$ cat src/hdl/pe_cfg.svh
`ifndef PE_CFG_SVH
`define PE_CFG_SVH

// network
`define FLIT_WIDTH 16

// one payload flit carries exactly one memory word
`define MEMORY_WIDTH 16
`define MEMORY_SIZE 256

// mmio bus seen by the core
`define ADDR_WIDTH 9

// router input buffers, also the initial credit count per output
`define BUFFER_DEPTH 4

// tcd register window, everything below is data memory
`define TCD_CONFIG_ADDR 'h100

`endif
$ cat src/hdl/noc_pkg.sv
`default_nettype none
`include "pe_cfg.svh"

package noc_pkg;

  typedef logic [`FLIT_WIDTH-1:0] flit_t;

  // mesh coordinate, sits in the low byte of a header flit
  typedef struct packed {
    logic [3:0] x;
    logic [3:0] y;
  } node_t;

  // index order of the router ports
  typedef enum logic [2:0] {
    EAST  = 3'd0,
    WEST  = 3'd1,
    NORTH = 3'd2,
    SOUTH = 3'd3,
    LOCAL = 3'd4
  } port_e;

  typedef struct packed {
    logic  tx;    // one cycle per flit
    flit_t data;
  } link_t;

endpackage

`default_nettype wire

$ cat src/hdl/pe_pkg.sv
`default_nettype none
`include "pe_cfg.svh"

package pe_pkg;

  typedef struct packed {
    logic [$clog2(`MEMORY_SIZE)-1:0] addr;
    logic                            we;
    logic [`MEMORY_WIDTH-1:0]        wdata;
  } mem_req_t;

  typedef struct packed {
    logic                     valid;
    logic                     we;
    logic [`ADDR_WIDTH-1:0]   addr;
    logic [`MEMORY_WIDTH-1:0] wdata;
  } mmio_req_t;

  // transfer descriptor as assembled from the tcd registers
  typedef struct packed {
    noc_pkg::node_t dest;
    logic [7:0]     local_addr;
    logic [7:0]     remote_addr;
    logic [7:0]     length;      // payload words
  } tcd_t;

  typedef struct packed {
    logic       busy;
    logic [7:0] sent;
    logic [6:0] received;
  } ddma_status_t;

endpackage

`default_nettype wire

$ cat src/hdl/tcd_mmio.sv
`default_nettype none
`include "pe_cfg.svh"

module tcd_mmio (
  input  logic                     clock_i,
  input  logic                     rst_n_i,
  input  pe_pkg::mmio_req_t        mmio_i,
  output logic [`MEMORY_WIDTH-1:0] rdata_o,
  output pe_pkg::mem_req_t         mem_o,
  input  logic [`MEMORY_WIDTH-1:0] mem_rdata_i,
  output pe_pkg::tcd_t             tcd_o,
  output logic                     push_o,
  input  pe_pkg::ddma_status_t     status_i
);
  import noc_pkg::*;
  import pe_pkg::*;

  localparam int AW = $clog2(`MEMORY_SIZE);

  logic         is_tcd;
  logic         tcd_wr;
  logic         sel_tcd_q;   // read select, lines up with ram latency
  node_t        dest_q;
  logic [7:0]   local_q;
  logic [7:0]   remote_q;
  logic [7:0]   length_q;
  ddma_status_t status_q;

  assign is_tcd = (mmio_i.addr >= `TCD_CONFIG_ADDR);
  assign tcd_wr = mmio_i.valid && mmio_i.we && is_tcd && (mmio_i.addr[7:2] == '0);

  assign mem_o = '{addr: mmio_i.addr[AW-1:0],
                   we: mmio_i.valid && mmio_i.we && !is_tcd,
                   wdata: mmio_i.wdata};

  assign rdata_o = sel_tcd_q ? status_q : mem_rdata_i;
  assign tcd_o   = '{dest: dest_q, local_addr: local_q, remote_addr: remote_q,
                     length: length_q};

  always_ff @(posedge clock_i) begin
    if (!rst_n_i) begin
      push_o    <= 1'b0;
      sel_tcd_q <= 1'b0;
      status_q  <= '0;
      dest_q    <= '0;
      local_q   <= '0;
      remote_q  <= '0;
      length_q  <= '0;
    end else begin
      sel_tcd_q <= is_tcd;
      status_q  <= status_i;
      push_o    <= tcd_wr && (mmio_i.addr[1:0] == 2'd3);   // length write starts it
      if (tcd_wr) begin
        case (mmio_i.addr[1:0])
          2'd0: dest_q <= mmio_i.wdata[7:0];
          2'd1: local_q <= mmio_i.wdata[7:0];
          2'd2: remote_q <= mmio_i.wdata[7:0];
          default: length_q <= mmio_i.wdata[7:0];
        endcase
      end
    end
  end

endmodule

`default_nettype wire

$ cat config.mk
export PLATFORM = sky130hd
export DESIGN_NAME = tcd_mmio
export DESIGN_NICKNAME = d
export VERILOG_FILES = /design/src/hdl/noc_pkg.sv /design/src/hdl/pe_pkg.sv /design/src/hdl/tcd_mmio.sv
export VERILOG_INCLUDE_DIRS = /design/src /design/src/hdl
export SDC_FILE = /design/constraint.sdc
export NUM_CORES = 1
export LEC_CHECK = 0
export BUFFER_PORTS_ARGS = -buffer_cell sky130_fd_sc_hd__buf_4
export CAP_MARGIN = 10
export CORE_UTILIZATION = 42
export CTS_BUF_LIST = sky130_fd_sc_hd__clkbuf_16
export CTS_CLUSTER_SIZE = 24
export DETAILED_ROUTE_END_ITERATION = 10
export GPL_TIMING_DRIVEN = 0
export PLACE_DENSITY = 0.79
export SLEW_MARGIN = 20
export SYNTH_ARGS = -nofsm -noshare
export SYNTH_HDL_FRONTEND = slang
export SYNTH_SLANG_ARGS = --single-unit
$ cat constraint.sdc
create_clock -name clock_i -period 1.5 [get_ports clock_i]
set_clock_uncertainty 0.15 [all_clocks]
set_input_delay 0.225 -clock clock_i [delete_from_list [all_inputs] [get_ports clock_i]]
set_output_delay 0.225 -clock clock_i [all_outputs]
set_load 0.1 [all_outputs]
Yosys cells after proc, flatten, opt, wreduce, memory -nomap -nowiden --
Cells that the tools add are included.
Storage, ports and cells: output and inout port bits 74, input port bits 61, bits in registers 50, logic and storage cells 29
Cells by class: magnitude comparators 1, bitwise operators 1, reductions and logical operators 13, mux-type cells 1, equality and inequality tests 3
Operators with widths (number):
- $mux W16 | 1
- $ge A9 B9 Y1 const B | 1
- $reduce_and A2 Y1 | 4
- $logic_not A6 Y1 | 1
- $logic_and A1 B1 Y1 | 5
- $eq A2 B2 Y1 const B | 2
- $reduce_or A3 Y1 | 1
- $eq A2 B1 Y1 const B | 1
- $logic_not A2 Y1 | 1
- $logic_not A1 Y1 | 1
- $not A1 Y1 | 1

Logic depth before layout (Yosys ltp) --
Gate-level depths: netlist of run 1.
depth after elaboration 4, gate-level depth with buffers 4, depth with buffers taken out 3

Least setup slack after synthesis of run 1 --
No wires, ideal clock.
path type input to output, start point input port mmio_i[26] (netlist name), end point output port mem_o[16] (netlist name), path slack -398 ps, path buffers 0, required time 1125 ps, data arrival time 1523 ps, cell stages on the path 2, cell sequence nand2_1 nor2_1
RTL lines:
- from (decl) | line tcd_mmio.sv:7 | input pe_pkg::mmio_req_t mmio_i,
- to (decl) | line tcd_mmio.sv:9 | output pe_pkg::mem_req_t mem_o,

Final worst setup path of run 1 --
start point register sel_tcd_q, end point output port rdata_o[9]
Between the ends: longest elaborated chain between the ends 1
RTL lines:
- from (decl) | line tcd_mmio.sv:22 | logic sel_tcd_q;
- from (signal assigned) | line tcd_mmio.sv:50 | sel_tcd_q <= is_tcd;
- $mux W16 | line tcd_mmio.sv:36 | assign rdata_o = sel_tcd_q ? status_q : mem_rdata_i;
- to (decl) | line tcd_mmio.sv:8 | output logic [`MEMORY_WIDTH-1:0] rdata_o,
Every way passes these cells.

==> flow_metrics.py, run 1 <==
metrics = {
    "grt": {
        "top_usage_layer": "met2",
        "grtUsageMet1": 0.254,
        "antenna_found_initial": 0,
        "grt_first_pass_wirelength_mm": 9.23,
        "grt_use_met2": 0.409,
        "grt_max_degree": 14,
        "grt_pass1_vias": 1880,
        "track_usage": 0.232,
        "globalRouteMet3Util": 0.0967,
        "grt_overflow_total": 0,
    },
    "worst_setup_path": {
        "cp.arrival_ns": 1.39,
        "path_class": "reg2out",
        "regToRegEndpoint": "length_q[5]",
        "end_kind": "output pin",
        "reg2reg_from": "length_q[5]",
        "r2r.worst_path.cells": 2,
        "cp-start-kind": "flop",
        "worst-path-max-fanout": 5,
        "cp-endpoint": "rdata_o[9]",
        "crit_start": "sel_tcd_q",
        "ff2ff_setup_slack_ns": 0.72,
        "required_ns": 1.12,
    },
    "synth": {
        "ys.warnings.count": 0,
        "synth_xor_area_frac": 0,
        "synth_compound_area_frac": 0,
        "synth_top_family_by_area": "multiplexers",
        "synth.distinct_cells": 17,
        "ys_ff_latch": 50,
        "synth_area_per_cell_um2": 10.6,
        "synth_area_um2": 2130,
        "syn_inst": 201,
        "synth_fp_nets": 262,
        "synth-simple-area-share": 0.194,
        "synthMuxAreaShare": 0.235,
        "synth_fa_ha_area_frac": 0,
        "seq_area_frac_synth": 0.471,
    },
    "layout": {
        "final_common_cell": "buf_4",
        "drive_above_1_share": 0.541,
        "fin_area_um2": 3680,
        "nets": 403,
        "area_growth_pct": 73.1,
        "diodes": 0,
        "final_cell_mix": "buf_4, dfxtp_1, nand2_1",
    },
    "floorplanning": {
        "die_h_um": 73.2,
        "start_util": 0.444,
        "dieArea_um2": 5350,
        "fp-row-count": 25,
        "io_pins": 135,
        "die_x_um": 73.2,
        "design.core.area_um2": 4790,
    },
    "status": {
        "violations": "negative setup slack",
        "status": "finished, violations left",
    },
    "sta": {
        "max_freq_mhz": 566,
        "worst_pin_slew_ns": 0.534,
        "finalMaxSlewViolations": 0,
        "hold_violations": 0,
        "finalCriticalPeriod_ns": 1.77,
        "relSlewSlack": 0.644,
        "period_share": 1.18,
        "finalSetupViolCount": 16,
        "timing.final.ws_setup_ns": -0.267,
        "rsz0062_at_grt": "true",
    },
    "routing": {
        "drtPass1Iterations": 4,
        "drtIter0Drc": 68,
        "drt.antenna.violating_nets": 0,
        "num_vias": 1919,
        "drc": 0,
        "wl_per_cell_um": 16.5,
        "vias_per_cell": 4.69,
        "routed_wl_mm": 6.75,
    },
    "place": {
        "dpl_cell_area_um2": 3150,
        "post-place-ws_ns": -0.197,
        "port_buffers": 125,
        "dp_hpwl_mm": 4.13,
        "gp_routability_congestion": 0.687,
    },
    "cts": {
        "cts_tree": "done",
        "cts_num_sinks": 50,
        "cts-htree-levels": 2,
        "clock_latency_ns": 0.28,
        "clk_pin_slew_ns": 0.06,
        "cts-root-buf": "clkbuf_16",
        "cts_buffers": 5,
        "cts_buffer_depth": 2,
    },
    "power": {
        "vdd_drop_max_mv": 0.611,
        "p_per_area_nw_per_um2": 949,
        "power_mw": 3.49,
        "p_leak_nw": 1.93,
    },
    "hold_path": {
        "hp-class": "in2reg",
    },
    "run": {
        "drv_cap": 0,
    },
}
[synthesized netlist by cell type]
library cell   n  area share
dfxtp_1       50        0.47
nand2_1       41       0.072
mux2i_1       32        0.15
buf_4         24       0.085
and2_1        17       0.050
mux2_2        16       0.085
clkbuf_1       5      0.0088
nand3_2        4       0.019
buf_2          3      0.0071
nor4b_4        2       0.022
and3_1         1      0.0029
and4_2         1      0.0047
and4b_1        1      0.0047
nor2_1         1      0.0018
nor3_1         1      0.0024
nor3b_1        1      0.0035
nor4_4         1       0.010
[metrics by stage]
stage | std cells | setup TNS, ns | hold WS, ns | util
after floorplan | 201 | -1.04 | 0.197 | -
after global routing | 409 | -4.26 | -0.000174 | 0.769
final | 409 | -3.91 | 0.00557 | 0.769
after detailed placement | 393 | -3.09 | 0.287 | 0.659
after CTS | 407 | -3.54 | 0.00302 | 0.738
after global placement | 393 | -2.47 | 0.282 | 0.659
[worst min path at each step]
stage / slack (ns) / cells after the start / end / start
finish: 0.006 / 2 / status_q[10] / status_i[10]
global route: -0.0002 / 2 / status_q[12] / status_i[12]
CTS: 0.003 / 2 / status_q[10] / status_i[10]
detailed placement: 0.29 / 2 / status_q[11] / status_i[11]
global placement: 0.28 / 2 / status_q[10] / status_i[10]
floorplan: 0.20 / 1 / sel_tcd_q / mmio_i[24]
[layer usage]
layer,share of wire,vias to the layer above,wire (um)
met4,0.010,0,70
met2,0.49,94,3280
met3,0.097,6,653
met5,0,-,0
li1,-,925,-
met1,0.41,894,2740
[worst max-delay path: stages, from the launching register on]
cell,delay (ns)
dfxtp_2,0.33
buf_6,0.13
clkbuf_16,0.15
mux2_4,0.32
buf_12,0.17
[sequential cells by signal, summed over array words and instances, names as in the netlist]
register	cells
status_q	16
tcd_o	8
length_q	8
sel_tcd_q	1
remote_q	8
local_q	8
push_o	1
[kinds of logic after synthesis]
group                  count (synthesis)
and+or+nand+nor                       71
buffers and inverters                 32
muxes                                 48
DFF                                   50
[what timing repair did]
item | 4_1_cts | 5_1_grt
buffers inserted | 1 | 0
gates resized for setup | 43 | 28
endpoints found under the hold margin | 6 | 1
setup endpoints to repair | 16 | 16
gates cloned | 0 | 1
hold buffers | 6 | 1
[cell type report]
class / instances / area (um2)
clock buffer: 5 / 125
buffer: 32 / 235
clock inverter: 2 / 7.51
multi-input combinational: 119 / 975
tap: 67 / 83.8
timing repair buffer: 134 / 1250
fill: 322 / 1100
sequential: 50 / 1000
[power by group]
group | internal, mW | switching, mW | total, mW
Combinational | 0.405 | 0.694 | 1.10
Sequential | 1.35 | 0.00939 | 1.36
Clock | 0.596 | 0.436 | 1.03
(Power assumes the default switching activity.)
==> run 2: changes to the inputs <==
--- a/config.mk
+++ b/config.mk
@@ -6,14 +6,15 @@
 export SDC_FILE = /design/constraint.sdc
 export NUM_CORES = 1
 export LEC_CHECK = 0
-export BUFFER_PORTS_ARGS = -buffer_cell sky130_fd_sc_hd__buf_4
 export CAP_MARGIN = 10
-export CORE_UTILIZATION = 42
+export CORE_ASPECT_RATIO = 1.4
+export CORE_UTILIZATION = 54
 export CTS_BUF_LIST = sky130_fd_sc_hd__clkbuf_16
 export CTS_CLUSTER_SIZE = 24
 export DETAILED_ROUTE_END_ITERATION = 10
+export DONT_BUFFER_PORTS = 1
 export GPL_TIMING_DRIVEN = 0
-export PLACE_DENSITY = 0.79
+export PLACE_DENSITY = 0.69
 export SLEW_MARGIN = 20
 export SYNTH_ARGS = -nofsm -noshare
 export SYNTH_HDL_FRONTEND = slang
==> run 2 against run 1 <==
- final cell count is 33% lower
- register-to-register slack worse by 0.40 ns
- via count shrank 22%
- sequential share of layout area up 12 points
- maximum frequency increased by 5.0%
- critical endpoint is now rdata_o[6]
- total power fell by 8.8%
- setup slack better by 0.084 ns
- non-clock buffer count is 113 lower
- largest power group unchanged
- the flow still finishes with violations (negative setup slack)
- highest routed layer unchanged
==> flow_metrics.py, run 2 (synthesis results as in run 1) <==
metrics = {
    "cts": {
        "cts-htree-levels": 2,
        "cts-root-buf": "clkbuf_16",
        "cts_buffer_depth": 2,
        "clk_pin_slew_ns": 0.06,
        "cts_num_sinks": 50,
        "cts_tree": "done",
        "cts_buffers": 5,
        "clock_latency_ns": 0.28,
    },
    "routing": {
        "num_vias": 1491,
        "drtIter0Drc": 22,
        "wl_per_cell_um": 17.6,
        "drt.antenna.violating_nets": 0,
        "routed_wl_mm": 4.80,
        "drtPass1Iterations": 4,
        "drc": 0,
        "vias_per_cell": 5.48,
    },
    "worst_setup_path": {
        "required_ns": 1.12,
        "worst-path-max-fanout": 10,
        "cpPeakStageDelay_ns": 0.44,
        "r2r.worst_path.cells": 2,
        "ff2ff_setup_slack_ns": 0.32,
        "cp-endpoint": "rdata_o[6]",
        "crit_buf_inv": 2,
        "path_class": "reg2out",
        "regToRegEndpoint": "length_q[2]",
        "critPathSlowestCell": "mux2_4",
        "crit_start": "sel_tcd_q",
        "reg2reg_from": "length_q[2]",
        "end_kind": "output pin",
        "cp-start-kind": "flop",
        "crit_chain": "buf_6, buf_12, mux2_4",
        "crit_family": "multiplexers",
        "cp.depth": 3,
        "cp.arrival_ns": 1.31,
    },
    "status": {
        "status": "finished, violations left",
        "violations": "negative setup slack",
    },
    "sta": {
        "finalSetupViolCount": 16,
        "rsz0062_at_grt": "true",
        "relSlewSlack": 0.291,
        "period_share": 1.12,
        "timing.final.ws_setup_ns": -0.184,
        "finalCriticalPeriod_ns": 1.68,
        "worst_pin_slew_ns": 1.06,
        "max_freq_mhz": 594,
        "finalMaxSlewViolations": 0,
        "hold_slack_ns": 0.00102,
        "hold_violations": 0,
        "setup_tns_ns": -2.75,
    },
    "layout": {
        "largest_reg_flops": 16,
        "fin_area_um2": 2640,
        "regMostFlops": "status_q",
        "drive_above_1_share": 0.417,
        "diodes": 0,
        "nets": 290,
        "multi_input_area_um2": 967,
        "nFillCells": 282,
        "seqCellArea_um2": 1040,
        "area_growth_pct": 24.1,
        "final_common_cell": "nand2_1",
        "final_cell_mix": "nand2_1, dfxtp_2, mux2i_1",
    },
    "place": {
        "gp_routability_congestion": 0.768,
        "dpl_cell_area_um2": 2180,
        "port_buffers": 0,
        "dp_hpwl_mm": 3.50,
    },
    "grt": {
        "track_usage": 0.235,
        "antenna_found_initial": 0,
        "globalRouteMet3Util": 0.0818,
        "grt_pass1_vias": 1554,
        "grt_overflow_total": 0,
        "grt_max_degree": 16,
        "grt_first_pass_wirelength_mm": 7.20,
        "grtUsageMet1": 0.227,
        "top_usage_layer": "met2",
        "grt_use_met2": 0.440,
    },
    "floorplanning": {
        "start_util": 0.574,
        "io_pins": 135,
        "die_x_um": 55.0,
        "die_h_um": 76.3,
        "fp-row-count": 26,
        "design.core.area_um2": 3710,
        "dieArea_um2": 4200,
    },
    "hold_path": {
        "hp-class": "in2reg",
    },
    "power": {
        "p_leak_nw": 1.28,
        "p_per_area_nw_per_um2": 1210,
        "power_mw": 3.19,
        "vdd_drop_max_mv": 1.18,
    },
    "run": {
        "drv_cap": 0,
    },
}
## run 2: routing by layer
layer,up-vias,part of all wire
met1,692,0.34
met2,83,0.55
met4,0,0.0092
met5,-,0
met3,6,0.10
li1,710,-
## run 2: layout make-up
| type | instances | area share |
|---|---|---|
| clock buffer | 5 | 0.0474 |
| sequential | 50 | 0.395 |
| buffer | 32 | 0.0891 |
| multi-input combinational | 119 | 0.366 |
| timing repair buffer | 21 | 0.0758 |
| clock inverter | 3 | 0.00616 |
| tap | 42 | 0.0199 |
## run 2: what timing repair did
item | 4_1_cts | 5_1_grt
setup endpoints to repair | 54 | 16
endpoints found under the hold margin | 17 | 0
gates resized for setup | 54 | 0
hold buffers | 17 | 0
setup buffers | 4 | 0
## run 2: worst min path at each step
stage / to / depth (start not counted) / start
final: tcd_o[27] / 2 / mmio_i[3]
after global routing: tcd_o[27] / 2 / mmio_i[3]
after CTS: tcd_o[27] / 2 / mmio_i[3]
after detailed placement: sel_tcd_q / 1 / mmio_i[24]
after global placement: sel_tcd_q / 1 / mmio_i[24]
after floorplan: sel_tcd_q / 1 / mmio_i[24]
## run 2: power by group
group          internal (mW)  total [mW]  switching, mW  leakage [nW]
clock network          0.609        1.06          0.448        0.0689
logic                  0.170       0.769          0.599         0.788
registers               1.35        1.36        0.00937         0.425
## run 2: stage by stage
step,worst slack [ns],instances,utilization
floorplan,-0.104,201,-
global placement,-0.168,243,0.588
detailed placement,-0.186,243,0.588
CTS,-0.184,272,0.712
global route,-0.231,272,0.712
finish,-0.184,272,0.712
## run 2: worst register-to-register path, cell delays in order, from the launching register on
cell	delay, ns
dfxtp_2	0.66
nand2_1	0.12
mux2i_1	0.17
