--- src/hdl/pe_cfg.svh ---
`ifndef PE_CFG_SVH
`define PE_CFG_SVH

// network
`define FLIT_WIDTH 16

// one payload flit carries exactly one memory word
`define MEMORY_WIDTH 16
`define MEMORY_SIZE 256

// mmio bus seen by the core
`define ADDR_WIDTH 9

// router input buffers, also the initial credit count per output
`define BUFFER_DEPTH 4

// tcd register window, everything below is data memory
`define TCD_CONFIG_ADDR 'h100

`endif
--- src/hdl/noc_pkg.sv ---
`default_nettype none
`include "pe_cfg.svh"

package noc_pkg;

  typedef logic [`FLIT_WIDTH-1:0] flit_t;

  // mesh coordinate, sits in the low byte of a header flit
  typedef struct packed {
    logic [3:0] x;
    logic [3:0] y;
  } node_t;

  // index order of the router ports
  typedef enum logic [2:0] {
    EAST  = 3'd0,
    WEST  = 3'd1,
    NORTH = 3'd2,
    SOUTH = 3'd3,
    LOCAL = 3'd4
  } port_e;

  typedef struct packed {
    logic  tx;    // one cycle per flit
    flit_t data;
  } link_t;

endpackage

`default_nettype wire

--- src/hdl/pe_pkg.sv ---
`default_nettype none
`include "pe_cfg.svh"

package pe_pkg;

  typedef struct packed {
    logic [$clog2(`MEMORY_SIZE)-1:0] addr;
    logic                            we;
    logic [`MEMORY_WIDTH-1:0]        wdata;
  } mem_req_t;

  typedef struct packed {
    logic                     valid;
    logic                     we;
    logic [`ADDR_WIDTH-1:0]   addr;
    logic [`MEMORY_WIDTH-1:0] wdata;
  } mmio_req_t;

  // transfer descriptor as assembled from the tcd registers
  typedef struct packed {
    noc_pkg::node_t dest;
    logic [7:0]     local_addr;
    logic [7:0]     remote_addr;
    logic [7:0]     length;      // payload words
  } tcd_t;

  typedef struct packed {
    logic       busy;
    logic [7:0] sent;
    logic [6:0] received;
  } ddma_status_t;

endpackage

`default_nettype wire

--- src/hdl/ddma.sv ---
`default_nettype none
`include "pe_cfg.svh"

module ddma (
  input  logic                     clock_i,
  input  logic                     rst_n_i,
  input  pe_pkg::tcd_t             tcd_i,
  input  logic                     push_i,
  input  noc_pkg::link_t           rx_i,
  output noc_pkg::link_t           tx_o,
  input  logic                     credit_i,
  output logic                     credit_o,
  output pe_pkg::mem_req_t         mem_o,
  input  logic [`MEMORY_WIDTH-1:0] mem_rdata_i,
  output pe_pkg::ddma_status_t     status_o,
  output logic                     irq_o
);
  import noc_pkg::*;
  import pe_pkg::*;

  localparam int CW = $clog2(`BUFFER_DEPTH) + 1;
  localparam int AW = $clog2(`MEMORY_SIZE);

  typedef enum logic [2:0] {S_IDLE, S_HDR, S_ADDR, S_LEN, S_PAY} send_e;
  typedef enum logic [1:0] {R_HDR, R_ADDR, R_LEN, R_PAY} recv_e;

  send_e         s_state;
  recv_e         r_state;
  tcd_t          desc_head;
  tcd_t          cur;
  logic          desc_empty;
  logic          desc_pop;
  logic [CW-1:0] credits;
  logic [7:0]    s_left;
  logic [7:0]    s_off;
  logic          rd_pend;
  logic          can_send;
  logic          rd_issue;
  logic          tx_fire;
  logic          send_done;
  logic [7:0]    r_base;
  logic [7:0]    r_left;
  logic [7:0]    r_off;
  logic          rx_wr;
  logic          recv_done;
  logic          pend_tx;
  logic          pend_rx;
  logic [7:0]    sent_cnt;
  logic [6:0]    recv_cnt;

  flit_fifo #(.payload_t(tcd_t), .DEPTH(`BUFFER_DEPTH)) u_desc (
    .clock_i (clock_i),
    .rst_n_i (rst_n_i),
    .push_i  (push_i),
    .data_i  (tcd_i),
    .pop_i   (desc_pop),
    .data_o  (desc_head),
    .empty_o (desc_empty),
    .full_o  ()
  );

  assign desc_pop  = (s_state == S_IDLE) && !desc_empty;
  assign can_send  = (credits != '0);
  assign rx_wr     = rx_i.tx && (r_state == R_PAY);
  assign rd_issue  = (s_state == S_PAY) && !rd_pend && can_send && !rx_wr;
  assign tx_fire   = ((s_state inside {S_HDR, S_ADDR, S_LEN}) && can_send) ||
                     ((s_state == S_PAY) && rd_pend);
  assign send_done = ((s_state == S_LEN) && can_send && cur.length == 8'd0) ||
                     ((s_state == S_PAY) && rd_pend && s_left == 8'd1);
  assign recv_done = rx_i.tx && (((r_state == R_LEN) && rx_i.data[7:0] == 8'd0) ||
                                 ((r_state == R_PAY) && r_left == 8'd1));

  // receive writes take port A first, send reads wait
  always_comb begin
    if (rx_wr) mem_o = '{addr: AW'(r_base + r_off), we: 1'b1, wdata: rx_i.data};
    else mem_o = '{addr: AW'(cur.local_addr + s_off), we: 1'b0, wdata: '0};
  end

  assign status_o = '{busy: (s_state != S_IDLE) || !desc_empty || (r_state != R_HDR),
                      sent: sent_cnt, received: recv_cnt};

  always_ff @(posedge clock_i) begin
    if (desc_pop) cur <= desc_head;
  end

  always_ff @(posedge clock_i) begin
    if (!rst_n_i) begin
      s_state <= S_IDLE;
      credits <= CW'(`BUFFER_DEPTH);
      tx_o    <= '0;
      rd_pend <= 1'b0;
      s_left  <= '0;
      s_off   <= '0;
    end else begin
      credits  <= credits - CW'(tx_fire) + CW'(credit_i);
      tx_o.tx  <= 1'b0;
      case (s_state)
        S_IDLE: if (desc_pop) s_state <= S_HDR;
        S_HDR: if (can_send) begin
          tx_o    <= '{tx: 1'b1, data: {8'h00, cur.dest}};
          s_state <= S_ADDR;
        end
        S_ADDR: if (can_send) begin
          tx_o    <= '{tx: 1'b1, data: {8'h00, cur.remote_addr}};
          s_state <= S_LEN;
        end
        S_LEN: if (can_send) begin
          tx_o    <= '{tx: 1'b1, data: {8'h00, cur.length}};
          s_left  <= cur.length;
          s_off   <= '0;
          s_state <= (cur.length == 8'd0) ? S_IDLE : S_PAY;
        end
        default: begin
          if (rd_issue) rd_pend <= 1'b1;
          if (rd_pend) begin   // word read last cycle is on mem_rdata_i now
            tx_o    <= '{tx: 1'b1, data: mem_rdata_i};
            rd_pend <= 1'b0;
            s_off   <= s_off + 8'd1;
            s_left  <= s_left - 8'd1;
            if (s_left == 8'd1) s_state <= S_IDLE;
          end
        end
      endcase
    end
  end

  always_ff @(posedge clock_i) begin
    if (!rst_n_i) begin
      r_state  <= R_HDR;
      r_base   <= '0;
      r_left   <= '0;
      r_off    <= '0;
      credit_o <= 1'b0;
    end else begin
      credit_o <= rx_i.tx;   // no rx buffer, every flit is consumed at once
      if (rx_i.tx) begin
        case (r_state)
          R_HDR: r_state <= R_ADDR;
          R_ADDR: begin
            r_base  <= rx_i.data[7:0];
            r_state <= R_LEN;
          end
          R_LEN: begin
            r_left  <= rx_i.data[7:0];
            r_off   <= '0;
            r_state <= (rx_i.data[7:0] == 8'd0) ? R_HDR : R_PAY;
          end
          default: begin
            r_off  <= r_off + 8'd1;
            r_left <= r_left - 8'd1;
            if (r_left == 8'd1) r_state <= R_HDR;
          end
        endcase
      end
    end
  end

  // completions queue up so that irq stays a one-cycle pulse
  always_ff @(posedge clock_i) begin
    if (!rst_n_i) begin
      irq_o    <= 1'b0;
      pend_tx  <= 1'b0;
      pend_rx  <= 1'b0;
      sent_cnt <= '0;
      recv_cnt <= '0;
    end else begin
      irq_o    <= 1'b0;
      sent_cnt <= sent_cnt + 8'(send_done);
      recv_cnt <= recv_cnt + 7'(recv_done);
      if (!irq_o && pend_tx) begin
        irq_o   <= 1'b1;
        pend_tx <= 1'b0;
      end else if (!irq_o && pend_rx) begin
        irq_o   <= 1'b1;
        pend_rx <= 1'b0;
      end
      if (send_done) pend_tx <= 1'b1;
      if (recv_done) pend_rx <= 1'b1;
    end
  end

endmodule

`default_nettype wire

--- src/hdl/flit_fifo.sv ---
`default_nettype none
`include "pe_cfg.svh"

module flit_fifo #(
  parameter type payload_t = logic [`FLIT_WIDTH-1:0],
  parameter int  DEPTH     = `BUFFER_DEPTH
) (
  input  logic     clock_i,
  input  logic     rst_n_i,
  input  logic     push_i,
  input  payload_t data_i,
  input  logic     pop_i,
  output payload_t data_o,
  output logic     empty_o,
  output logic     full_o
);
  localparam int PW = (DEPTH > 1) ? $clog2(DEPTH) : 1;

  payload_t      slots [DEPTH];
  logic [PW-1:0] wr_ptr;
  logic [PW-1:0] rd_ptr;
  logic [PW:0]   count;
  logic          do_push;
  logic          do_pop;

  function automatic logic [PW-1:0] next_ptr(logic [PW-1:0] p);
    return (p == PW'(DEPTH - 1)) ? '0 : p + 1'b1;
  endfunction

  assign full_o  = (count == (PW+1)'(DEPTH));
  assign empty_o = (count == '0);
  assign do_push = push_i && !full_o;   // push into a full fifo is dropped
  assign do_pop  = pop_i && !empty_o;
  assign data_o  = slots[rd_ptr];       // show-ahead

  always_ff @(posedge clock_i) begin
    if (!rst_n_i) begin
      wr_ptr <= '0;
      rd_ptr <= '0;
      count  <= '0;
    end else begin
      if (do_push) wr_ptr <= next_ptr(wr_ptr);
      if (do_pop) rd_ptr <= next_ptr(rd_ptr);
      count <= count + (PW+1)'(do_push) - (PW+1)'(do_pop);
    end
  end

  always_ff @(posedge clock_i) begin
    if (do_push) slots[wr_ptr] <= data_i;
  end

endmodule

`default_nettype wire

--- config.mk ---
export PLATFORM = sky130hd
export DESIGN_NAME = ddma
export DESIGN_NICKNAME = d
export VERILOG_FILES = /design/src/hdl/noc_pkg.sv /design/src/hdl/pe_pkg.sv /design/src/hdl/ddma.sv /design/src/hdl/flit_fifo.sv
export VERILOG_INCLUDE_DIRS = /design/src /design/src/hdl
export SDC_FILE = /design/constraint.sdc
export NUM_CORES = 1
export LEC_CHECK = 0
export BUFFER_PORTS_ARGS = -buffer_cell sky130_fd_sc_hd__buf_2
export CORE_MARGIN = 2
export CORE_UTILIZATION = 50
export DETAILED_ROUTE_END_ITERATION = 7
export GPL_ROUTABILITY_DRIVEN = 0
export PLACE_DENSITY = 0.76
export SLEW_MARGIN = 20
export SYNTH_ARGS = -nofsm -noshare
export SYNTH_HDL_FRONTEND = slang
export SYNTH_SLANG_ARGS = --single-unit
--- constraint.sdc ---
create_clock -name clock_i -period 4.39 [get_ports clock_i]
set_input_delay 0.878 -clock clock_i [delete_from_list [all_inputs] [get_ports clock_i]]
set_output_delay 0.878 -clock clock_i [all_outputs]
set_load 0.01 [all_outputs]
# Yosys cells after proc, flatten, opt, wreduce, memory -nomap -nowiden
# Memories as Yosys holds them, arrays and structs flattened. A register that Yosys moved wholly into a read port is not among the register bits.
# Cells that the tools add are included.
# classes
addsub	14
n_eq_ne	17
mux	38
bitwise	3
n_reduce_logical	53
# op_table
op	count
2-to-1 mux 17 bit	4
case mux 17 bit (4 select lines)	1
case mux 8 bit (2 select lines)	4
2-to-1 mux 8 bit	4
2-to-1 mux 25 bit	1
2-to-1 mux 3 bit	7
logical AND 1 bit	17
adder 8 x 1 -> 8 bit, second input constant	2
adder 8 bit	2
equality test 8 x 1 -> 1 bit, second input constant	2
logical NOT 8 bit	2
subtractor 8 x 1 -> 8 bit, second input constant	2
case mux 3 bit (4 select lines)	1
2-to-1 mux 1 bit	11
nonzero test 5 bit	2
nonzero test 3 bit	3
adder 8 x 1 -> 8 bit	1
equality test 2 bit, second input constant	4
2-to-1 mux 2 bit	4
inequality test 2 bit, second input constant	4
AND reduction 2 bit	4
nonzero test 2 bit	4
nonzero test 4 bit	2
adder 7 x 1 -> 7 bit	1
other kinds (20)	36
# totals
regBits	92
ram_bits	128
elab_cells	146
memories	1
# mem_list
name	depth	word_bits	read_ports	rd_clocked_by_memory_dff	write_ports	line_no	source
u_desc.slots	4	32	1	1	1	flit_fifo.sv:19	payload_t slots [DEPTH];

# Depth between registers and ports, before layout
# Gate-level depths: netlist of the first run.
# logic_depth
ltp_word	6
depth_mapped	14

# Hierarchy
# Synthesis of the first run repeated with hierarchy kept, for this count alone.
# hier_totals
cells_unflattened	839
area_unflattened_um2	10934.2
# by_module_without_submodules
mod	instances	cells_each	area_per_inst_um2
ddma	1	620	5794.3
flit_fifo	1	219	5139.9

# Worst setup path after synthesis of the first run
# No wires, ideal clock.
# synth_timing
path_kind	register -> register
start	register s_state[1]
end	register u_desc.count[2]
arrival_time_ns	3.008
t_required_ns	4.275
setup_slack_ns	1.267
stages_incl_launch_ff	11
path_buffers	1
synth_period_minus_slack_ns	3.123
path_cell_list	dfxtp_1 buf_2 or4_1 inv_1 ha_1 inv_1 ha_1 fa_1 xnor2_1 xnor2_1 and2_1
# synth_between
elab_chain_len	4
# synth_rtl
item	line_no	source
start, declared	ddma.sv:27	send_e s_state;
start signal, assigned	ddma.sv:111	s_state <= (cur.length == 8'd0) ? S_IDLE : S_PAY;
logical NOT 3 bit	ddma.sv:62	assign desc_pop = (s_state == S_IDLE) && !desc_empty;
logical AND 1 bit	ddma.sv:62	
named net desc_pop	ddma.sv:32	logic desc_pop;
logical AND 1 bit	flit_fifo.sv:33	assign do_pop = pop_i && !empty_o;
subtractor 3 x 1 -> 3 bit	flit_fifo.sv:44	count <= count + (PW+1)'(do_push) - (PW+1)'(do_pop);
end signal, assigned	flit_fifo.sv:44	
end, declared	flit_fifo.sv:22	logic [PW:0] count;
# The timed path passes the listed nets, and every way through them passes these cells.
# A chain may end at the register's enable or synchronous reset.

==> flow_summary.yaml, run 1 <==
outcome:
  status: "completed"
worst_setup_path:
  path_class: "flop to output pin"
  crit_family: "adder cells"
  cp.arrival_ns: 2.49
  cp_cell_sequence: "ha_1 > inv_1 > fa_1 > nand2b_1 > a21oi_1 > or4_1 > nand3_1 > o31ai_1 > buf_2"
  cp-end-kind: "output pin"
  required_ns: 3.51
  cp_max_fo: 7
  crit_buf_inv: 2
  cp_slowest_stage_delay_ns: 0.45
  crit_path_start_kind: "flop"
  r2r_setup_slack_ns: 1.30
  worst_path_max_delay_cell: "dfxtp_1"
timing:
  worst_pin_slew_ns: 1.03
  finClkSkew_ns: 0.00762
  worst_hold_slack_ns: 0.477
  period_needed_ns: 3.37
  final-hold-violation-count: 0
  max_clock_freq_mhz: 297
  slew_headroom_pct: 31.5
  drv_slew: 0
  finalSetupViolations: 0
  setup_ws_ns: 1.02
  rsz0062_at_grt: "false"
  setup_tns_ns: 0
  period_share_pct: 76.8
clock_tree:
  clockBufferDepth: 3
  cts_root_buffer: "clkbuf_16"
  cts.hold.buffers_added: 0
  cts_max_level: 1
  clock_sinks: 252
  numCtsBuffers: 25
  tritoncts: "done"
  postCtsSetupRepairBufs: 0
  insertion_delay_ns: 0.52
  clk_pin_slew_ns: 0.06
  cts-resized-gates: 0
yosys:
  synth_top_area_share_pct: 43.7
  syn_avg_cell_area_sq_um: 13.2
  netlist-cell-type-count: 59
  ys_seq_area_share_pct: 60.5
  yosys_warnings: 0
  synthesis.area_sq_mm: 0.0110
  syn-num-nets: 937
  synth.area.top_cells: "edfxtp_1 44%, dfxtp_1 17%, mux4_2 6.6%"
  synthArstFlopShare_pct: 0
  synthCells: 831
  synth_top_cells_by_count: "160 x edfxtp_1, 92 x dfxtp_1, 57 x nand2_1"
  synth_top_area_cell: "edfxtp_1"
  yosysMostFrequentCell: "edfxtp_1"
  ys.flop_type: "edfxtp_1"
  synth_edf_count: 160
  ys_seq_elements: 252
global_route:
  overflow: 0
  grt_max_degree: 40
  first_global_vias: 6769
  grtUsageTotal_pct: 18.8
  grt_pass1_wl_mm: 35.6
  antenna_found_initial: 0
worst_hold_path:
  hold_path.class: "flop to flop"
detailed_routing:
  first_pass_iters: 7
  viasPerCell: 5.59
  drc: 0
  num_vias: 7012
  wire_per_inst_microns: 17.7
  wirelength_mm: 22.2
  drt_iter0_markers: 548
  antenna_left: 0
power_and_ir_drop:
  power_per_cell_area_mw_per_mm2: 538
  peakVddDrop_uv: 390
  p_leak_uw: 0.00487
layout:
  antenna_cells: 0
  syn2layout_area_growth_pct: 15.7
  fillCellCount: 1693
  nets: 1062
  fin_util_pct: 58.6
  drive_gt1_share_pct: 25.0
floorplan:
  die_y_microns: 152
  ioPinCount: 129
  core_sq_mm: 0.0217
  dieWidth_microns: 152
  die_area_sq_mm: 0.0232
  initial_core_util_pct: 50.6
  rows: 54
place:
  dp_slack_ns: 1.17
  dpl.hpwl_mm: 14.3
  io_buffers: 128
flow_run:
  max-cap-violations: 0
[final timing paths]
check | from | to | cells past startpoint
max | s_off[0]$_SDFFE_PN0P_ | mem_o[23] | 9
min reg2reg | tx_o[8]$_SDFFE_PN0P_ | tx_o[8]$_SDFFE_PN0P_ | 2
max reg2reg | s_state[0]$_SDFFE_PN0P_ | credits[2]$_SDFF_PN1_ | 11
min | tx_o[8]$_SDFFE_PN0P_ | tx_o[8]$_SDFFE_PN0P_ | 2
[metrics by stage]
stage                     instances  area, sq um  total power, uW
final                          1255        12700             6840
after detailed placement       1209        11900             4770
after global placement         1209        11900             4710
after CTS                      1255        12700             6900
after floorplan                 831        11000             4300
after global routing           1255        12700             7170
[report_power, final]
group / total [uW] / internal, uW / leakage [uW] / switching, uW
clock network: 2110 / 1230 / 0.000417 / 876
logic: 1500 / 660 / 0.00223 / 841
registers: 3230 / 2980 / 0.00222 / 244
[layer usage]
metal  wire length (microns)  share of wire, %  track usage [%]
met5                       0                 0                0
met4                     492               2.2             5.03
met3                    1310               5.9             3.50
met2                   10700                48             31.1
met1                    9680                44             25.9
[registers in the layout, summed over array words and instances (netlist names), 7 cells and up]
signal        flops
u_desc.slots    128
cur              32
tx_o             17
r_base            8
r_left            8
r_off             8
s_left            8
s_off             8
sent_cnt          8
recv_cnt          7
[layout by cell type (no fill, tap or decap), drive strengths merged, types with 9 or more instances in the layout]
| cell | n |
|---|---|
| a21boi | 19 |
| a21oi | 28 |
| a221oi | 9 |
| a22oi | 14 |
| and2 | 26 |
| and3 | 24 |
| buf | 139 |
| clkbuf | 34 |
| dfxtp | 92 |
| edfxtp | 160 |
| ha | 33 |
| inv | 26 |
| mux2 | 9 |
| mux2i | 19 |
| mux4 | 32 |
| nand2 | 58 |
| nand3 | 30 |
| nor2 | 38 |
| nor2b | 36 |
| nor3 | 11 |
| o21ai | 19 |
| xnor2 | 18 |
| xor2 | 16 |
[area by class of cell]
cell class / count / area, sq um / share of cell area, %
Tap cell: 280 / 350 / 2.76
Multi-Input combinational cell: 513 / 4070 / 32.0
Clock inverter: 12 / 98.8 / 0.778
Inverter: 25 / 93.8 / 0.738
Timing Repair Buffer: 139 / 723 / 5.69
Clock buffer: 34 / 732 / 5.76
Sequential cell: 252 / 6650 / 52.3
[cell families after synthesis]
group / share of synthesized area, %
multiplexers: 9.22
AO/OA/AOI/OAI: 8.11
buffers and inverters: 2.48
XOR/XNOR: 2.71
AND/OR/NAND/NOR: 12.5
flip-flops: 60.5
adder cells (fa/ha/maj): 4.49
[tightest hold or removal path: stages (launching register included)]
cell      delay, ns
dfxtp_1        0.31
nand3_1        0.05
a21boi_0       0.07
No activity file was read; power rests on OpenSTA's default activity.
==> run 2, diff against run 1 <==
--- a/config.mk
+++ b/config.mk
@@ -6,6 +6,7 @@
 export SDC_FILE = /design/constraint.sdc
 export NUM_CORES = 1
 export LEC_CHECK = 0
+export ABC_AREA = 1
 export BUFFER_PORTS_ARGS = -buffer_cell sky130_fd_sc_hd__buf_2
 export CORE_MARGIN = 2
 export CORE_UTILIZATION = 50
==> constraint.sdc (replaced) <==
create_clock -name clock_i -period 3.5 [get_ports clock_i]
set_input_delay 0.7 -clock clock_i [delete_from_list [all_inputs] [get_ports clock_i]]
set_output_delay 0.7 -clock clock_i [all_outputs]
set_load 0.01 [all_outputs]
==> run 2 against run 1 <==
Die area rose by 1.9%. Sequential power rose by 26%. Critical path depth increased by 1. First-iteration DRC count is 6.0% higher. Critical path type unchanged. Count of clock-buffer cells in the layout down 6. Hold slack worse by 0.10 ns. Synthesized area rose by 1.9%. Combinational power up 55%.
==> flow_summary.yaml, run 2 <==
place:
  dp_slack_ns: 0.864
  io_buffers: 128
  dpl.hpwl_mm: 15.9
  dp_cells: 1552
yosys:
  synth.area.top_cells: "edfxtp_1 43%, dfxtp_1 16%, nand2_1 7.1%"
  yosysMostFrequentCell: "nand2_1"
  synth_top_area_share_pct: 42.9
  synthesis.area_sq_mm: 0.0112
  ys_seq_area_share_pct: 59.4
  ys.flop_type: "edfxtp_1"
  syn-num-nets: 1279
  synth_top_cells_by_count: "213 x nand2_1, 160 x edfxtp_1, 141 x nor2_1"
  synthArstFlopShare_pct: 0
  synthCells: 1173
  synth_edf_count: 160
  ys_seq_elements: 252
  netlist-cell-type-count: 44
  syn_avg_cell_area_sq_um: 9.55
  synth_top_area_cell: "edfxtp_1"
  yosys_warnings: 0
detailed_routing:
  viasPerCell: 5.34
  first_pass_iters: 7
  drc: 0
  antenna_left: 0
  drt_iter0_markers: 581
  wirelength_mm: 24.1
  num_vias: 8535
  wire_per_inst_microns: 15.1
layout:
  final_common_cell: "nand2_1"
  drive_gt1_share_pct: 15.8
  nets: 1406
  syn2layout_area_growth_pct: 15.4
  final-instance-count-excl-fill: 1598
  largest_reg_flops: 128
  reg_top3: "u_desc.slots: 128 flops, cur: 32 flops, tx_o: 17 flops"
  mostFrequentLayoutCells: "213 x nand2_1, 160 x edfxtp_1, 137 x nor2_1"
  fillCellCount: 1804
  fin_util_pct: 59.1
  largest_register: "u_desc.slots"
  antenna_cells: 0
clock_tree:
  clk_pin_slew_ns: 0.06
  insertion_delay_ns: 0.54
  clockBufferDepth: 3
  cts.hold.buffers_added: 0
  numCtsBuffers: 26
  cts-resized-gates: 0
  clock_sinks: 252
  cts_root_buffer: "clkbuf_16"
  postCtsSetupRepairBufs: 0
  cts_max_level: 1
  tritoncts: "done"
floorplan:
  ioPinCount: 129
  initial_core_util_pct: 51.2
  die_y_microns: 154
  die_area_sq_mm: 0.0236
  rows: 54
  dieWidth_microns: 154
  core_sq_mm: 0.0219
outcome:
  status: "completed"
worst_setup_path:
  cp_cell_sequence: "ha_1 > inv_1 > fa_1 > o21ai_0 > nand2_1 > nand2_1 > nand2_1 > nand3_1 > nand2_1 > buf_2"
  cp_max_fo: 6
  crit_path_start_kind: "flop"
  crit_family: "adder cells"
  cp-end-kind: "output pin"
  path_class: "flop to output pin"
  required_ns: 2.80
  crit_top_cell: "nand2_1"
  cp.arrival_ns: 2.47
  worst_path_max_delay_cell: "dfxtp_1"
  cp_slowest_stage_delay_ns: 0.42
  crit_buf_inv: 2
timing:
  setup_ws_ns: 0.328
  period_needed_ns: 3.17
  finalSetupViolations: 0
  worst_pin_slew_ns: 0.647
  rsz0062_at_grt: "false"
  max_clock_freq_mhz: 315
  period_share_pct: 90.6
  drv_slew: 0
  slew_headroom_pct: 56.8
  setup_tns_ns: 0
  final-hold-violation-count: 0
  finClkSkew_ns: 0.0134
global_route:
  antenna_found_initial: 0
  grt_max_degree: 66
  overflow: 0
  grt_pass1_wl_mm: 38.7
  grtUsageTotal_pct: 19.8
  first_global_vias: 7918
power_and_ir_drop:
  peakVddDrop_uv: 485
  p_leak_uw: 0.00543
  power_per_cell_area_mw_per_mm2: 698
worst_hold_path:
  hold_path.class: "input port to flop"
flow_run:
  max-cap-violations: 0
run 2: cell count changes in the layout (fill, tap and decap cells not counted), moves of 18 or more:
cell	previous run	this run
and3_1	24	3
nand3_1	30	60
mux2i_1	19	1
a21boi_0	19	0
nand2_1	57	213
o21ai_0	17	119
nor2_1	38	137
inv_1	25	120
and2_1	26	0
nor2b_1	35	0
o22ai_1	0	34
a21oi_1	27	72
mux4_2	32	0
run 2: worst paths after layout:
path | slack, ns | to | cells after the start | start
hold / removal | 0.37 | u_desc.slots[1][15]$_DFFE_PP_ | 1 | tcd_i[15]
setup / recovery | 0.33 | mem_o[23] | 10 | s_off[0]$_SDFFE_PN0P_
setup reg to reg | 0.88 | credits[2]$_SDFF_PN1_ | 9 | s_state[2]$_SDFFE_PN0P_
hold reg to reg | 0.46 | tx_o[14]$_SDFFE_PN0P_ | 2 | tx_o[14]$_SDFFE_PN0P_
run 2: final cells by class:
class                      count  area, sq um  area share [%]
multi-input combinational    753         3880            30.0
sequential                   252         6650            51.4
inverter                     124          465            3.60
clock buffer                  28          658            5.09
tap                          280          350            2.71
timing repair buffer         143          753            5.83
clock inverter                18          173            1.34
run 2: cell families after synthesis:
group / Yosys count / share of synthesized area (%)
AOI/OAI and AO/OA: 247 / 11.8
xor gates and xnor gates: 11 / 0.860
adders and majority gates: 37 / 4.40
buffers and inverters: 168 / 6.19
DFF: 252 / 59.4
muxes: 1 / 0.0894
and+or+nand+nor: 457 / 17.3
run 2: through the flow:
step / total power [uW] / hold WS [ns] / cell area [sq um]
CTS: 9080 / 0.350 / 12900
detailed placement: 6440 / 0.450 / 12100
global placement: 6340 / 0.446 / 12100
finish: 9020 / 0.374 / 12900
global route: 9550 / 0.355 / 12900
floorplan: 5700 / 0.428 / 11200
run 2: power by group:
group          internal, uW  switching, uW
Combinational           755           1560
Clock                  1520           1130
Sequential             3790            268
Total                  6060           2960
run 2: worst register-to-register path, cell delays in order (launching register included):
cell     delay [ns]
dfxtp_1        0.58
nand2_1        0.43
o21ai_0        0.31
ha_1           0.27
inv_1          0.06
ha_1           0.13
inv_1          0.05
fa_1           0.37
or2_2          0.30
nand3_1        0.06
run 2: layer usage:
layer  GRT usage [%]  vias up  wire length (microns)
met1            25.8     3975                  10500
met3            3.30       44                   1500
li1                -     4243                      -
met4            5.85        0                    588
met2            34.2      273                  11600
met5               0        -                      0
==> run 3, diff against run 2 <==
--- a/config.mk
+++ b/config.mk
@@ -16,4 +16,5 @@
 export SLEW_MARGIN = 20
 export SYNTH_ARGS = -nofsm -noshare
 export SYNTH_HDL_FRONTEND = slang
+export SYNTH_HIERARCHICAL = 1
 export SYNTH_SLANG_ARGS = --single-unit
==> run 3 against run 2 <==
First-iteration DRC count increased by 28%. Register-to-register slack hardly changed. Global-route usage rose by 0.26 points. Hold slack gained 0.0057 ns. Via count rose by 0.96%. Total power is 3.7% higher. Worst setup slack got worse by 0.011 ns. Non-clock buffer count fell by 4. Sequential power grew 2%. Clock power fell by 3%. Synthesized cell count is 0.51% higher.
==> flow_summary.yaml, run 3 <==
detailed_routing:
  drt_iter0_markers: 745
  num_vias: 8617
  drc: 0
  wirelength_mm: 24.6
  viasPerCell: 5.36
  first_pass_iters: 5
  wire_per_inst_microns: 15.3
  antenna_left: 0
global_route:
  overflow: 0
  grtUsageTotal_pct: 20.1
  grt_max_degree: 65
  grt_pass1_wl_mm: 39.3
  first_global_vias: 8091
  antenna_found_initial: 1
timing:
  finalSetupViolations: 0
  drv_slew: 0
  worst_hold_slack_ns: 0.379
  finClkSkew_ns: 0.0182
  max_clock_freq_mhz: 314
  worst_pin_slew_ns: 0.787
  setup_tns_ns: 0
  period_needed_ns: 3.18
  slew_headroom_pct: 47.5
  rsz0062_at_grt: "false"
  final-hold-violation-count: 0
  period_share_pct: 91.0
floorplan:
  dieWidth_microns: 155
  die_area_sq_mm: 0.0241
  core_sq_mm: 0.0226
  ioPinCount: 129
  die_y_microns: 155
  initial_core_util_pct: 50.7
  rows: 55
worst_setup_path:
  cp-end-kind: "output pin"
  critPathLaunch: "s_off[0]$_SDFFE_PN0P_"
  required_ns: 2.80
  crit_path_start_kind: "flop"
  cp_max_fo: 6
  reg2regPathDepth: 12
  crit_end: "mem_o[23]"
  reg2reg_to: "credits[2]$_SDFF_PN1_"
  r2r_setup_slack_ns: 0.89
  path_class: "flop to output pin"
  reg2reg_from: "s_state[2]$_SDFFE_PN0P_"
  cp.arrival_ns: 2.48
layout:
  antenna_cells: 0
  seq_area_sq_mm: 0.00669
  largest_register: "u_desc/slots"
  final_common_cell: "nand2_1"
  mostFrequentLayoutCells: "204 x nand2_1, 160 x edfxtp_1, 144 x nor2_1"
  largest_reg_flops: 128
  drive_gt1_share_pct: 16.2
  reg_top3: "u_desc/slots: 128 flops, cur: 32 flops, tx_o: 17 flops"
  nets: 1410
  fillCellCount: 1901
  multi_input_area_sq_mm: 0.00401
  syn2layout_area_growth_pct: 14.1
clock_tree:
  tritoncts: "done"
  cts.hold.buffers_added: 0
  clock_sinks: 254
  clk_pin_slew_ns: 0.06
  cts-resized-gates: 0
  cts_max_level: 1
  postCtsSetupRepairBufs: 0
  clockBufferDepth: 3
  insertion_delay_ns: 0.54
  numCtsBuffers: 27
  cts_root_buffer: "clkbuf_16"
yosys:
  syn-num-nets: 1285
  yosys_warnings: 6
  syn_avg_cell_area_sq_um: 9.70
  synthesis.area_sq_mm: 0.0114
  synthCells: 1179
power_and_ir_drop:
  peakVddDrop_uv: 457
  pwr-share-comb_pct: 28.0
  p_int_uw: 6190
  power_frac_seq_pct: 44.5
  power_per_cell_area_mw_per_mm2: 717
  p_leak_uw: 0.00545
  clkPwrFrac_pct: 27.5
  power_switching_share_pct: 33.8
  netSwitchingPower_uw: 3160
place:
  io_buffers: 128
  dpl.hpwl_mm: 16.2
flow_run:
  max-cap-violations: 0
worst_hold_path:
  hold_path.class: "input port to flop"
outcome:
  status: "completed"
run 3: power groups by stage:
stage / clock network (uW) / logic [uW] / registers, uW
floorplan: 0 / 2020 / 4100
global placement: 0 / 2550 / 4200
detailed placement: 0 / 2610 / 4220
CTS: 2630 / 2630 / 4160
global route: 2740 / 2950 / 4210
finish: 2570 / 2620 / 4160
run 3: cell type report:
type                            instances  share of cell area (%)
Timing Repair Buffer                  139                    5.64
Tap cell                              285                    2.73
Clock buffer                           35                    5.56
Clock inverter                         13                   0.633
Sequential cell                       254                    51.2
Multi-Input combinational cell        766                    30.8
Inverter                              116                    3.45
run 3: through the flow:
| step | std cells | util [%] | cell area [sq um] | power [uW] | worst slack (ns) |
|---|---|---|---|---|---|
| floorplan | 1179 | - | 11400 | 6120 | 0.0633 |
| global placement | 1560 | 54.2 | 12200 | 6750 | 0.754 |
| detailed placement | 1560 | 54.2 | 12200 | 6830 | 0.717 |
| CTS | 1608 | 57.8 | 13100 | 9420 | 0.312 |
| global route | 1608 | 57.8 | 13100 | 9900 | 0.172 |
| finish | 1608 | 57.8 | 13100 | 9360 | 0.316 |
run 3: how the worst min path moves through the flow:
| stage | from | end | slack [ns] | cells past startpoint |
|---|---|---|---|---|
| 2_1_floorplan | r_base[0]$_SDFFE_PN0P_ | r_base[0]$_SDFFE_PN0P_ | 0.43 | 2 |
| 3_3_place_gp | r_base[6]$_SDFFE_PN0P_ | r_base[6]$_SDFFE_PN0P_ | 0.44 | 2 |
| 3_5_place_dp | recv_cnt[6]$_SDFF_PN0_ | recv_cnt[6]$_SDFF_PN0_ | 0.44 | 1 |
| 4_1_cts | tcd_i[25] | u_desc/slots[0][25]$_DFFE_PP_ | 0.36 | 1 |
| 5_1_grt | tcd_i[25] | u_desc/slots[1][25]$_DFFE_PP_ | 0.37 | 1 |
| 6_report | tcd_i[26] | u_desc/slots[3][26]$_DFFE_PP_ | 0.38 | 1 |
run 3: critical path, cell delays in order (launching register included):
cell      delay, ns
dfxtp_1        0.42
ha_1           0.22
inv_1          0.06
fa_1           0.41
o21ai_0        0.34
nand2_1        0.12
nand3b_1       0.10
nand3_1        0.08
nand2_1        0.08
buf_2          0.12
run 3: per-layer routing:
layer / track usage [%] / wire length, microns / vias to the layer above
li1: - / - / 4276
met5: 0 / 13 / -
met1: 26.1 / 10800 / 4009
met2: 34.5 / 11700 / 282
met3: 3.57 / 1570 / 48
met4: 6.07 / 561 / 2
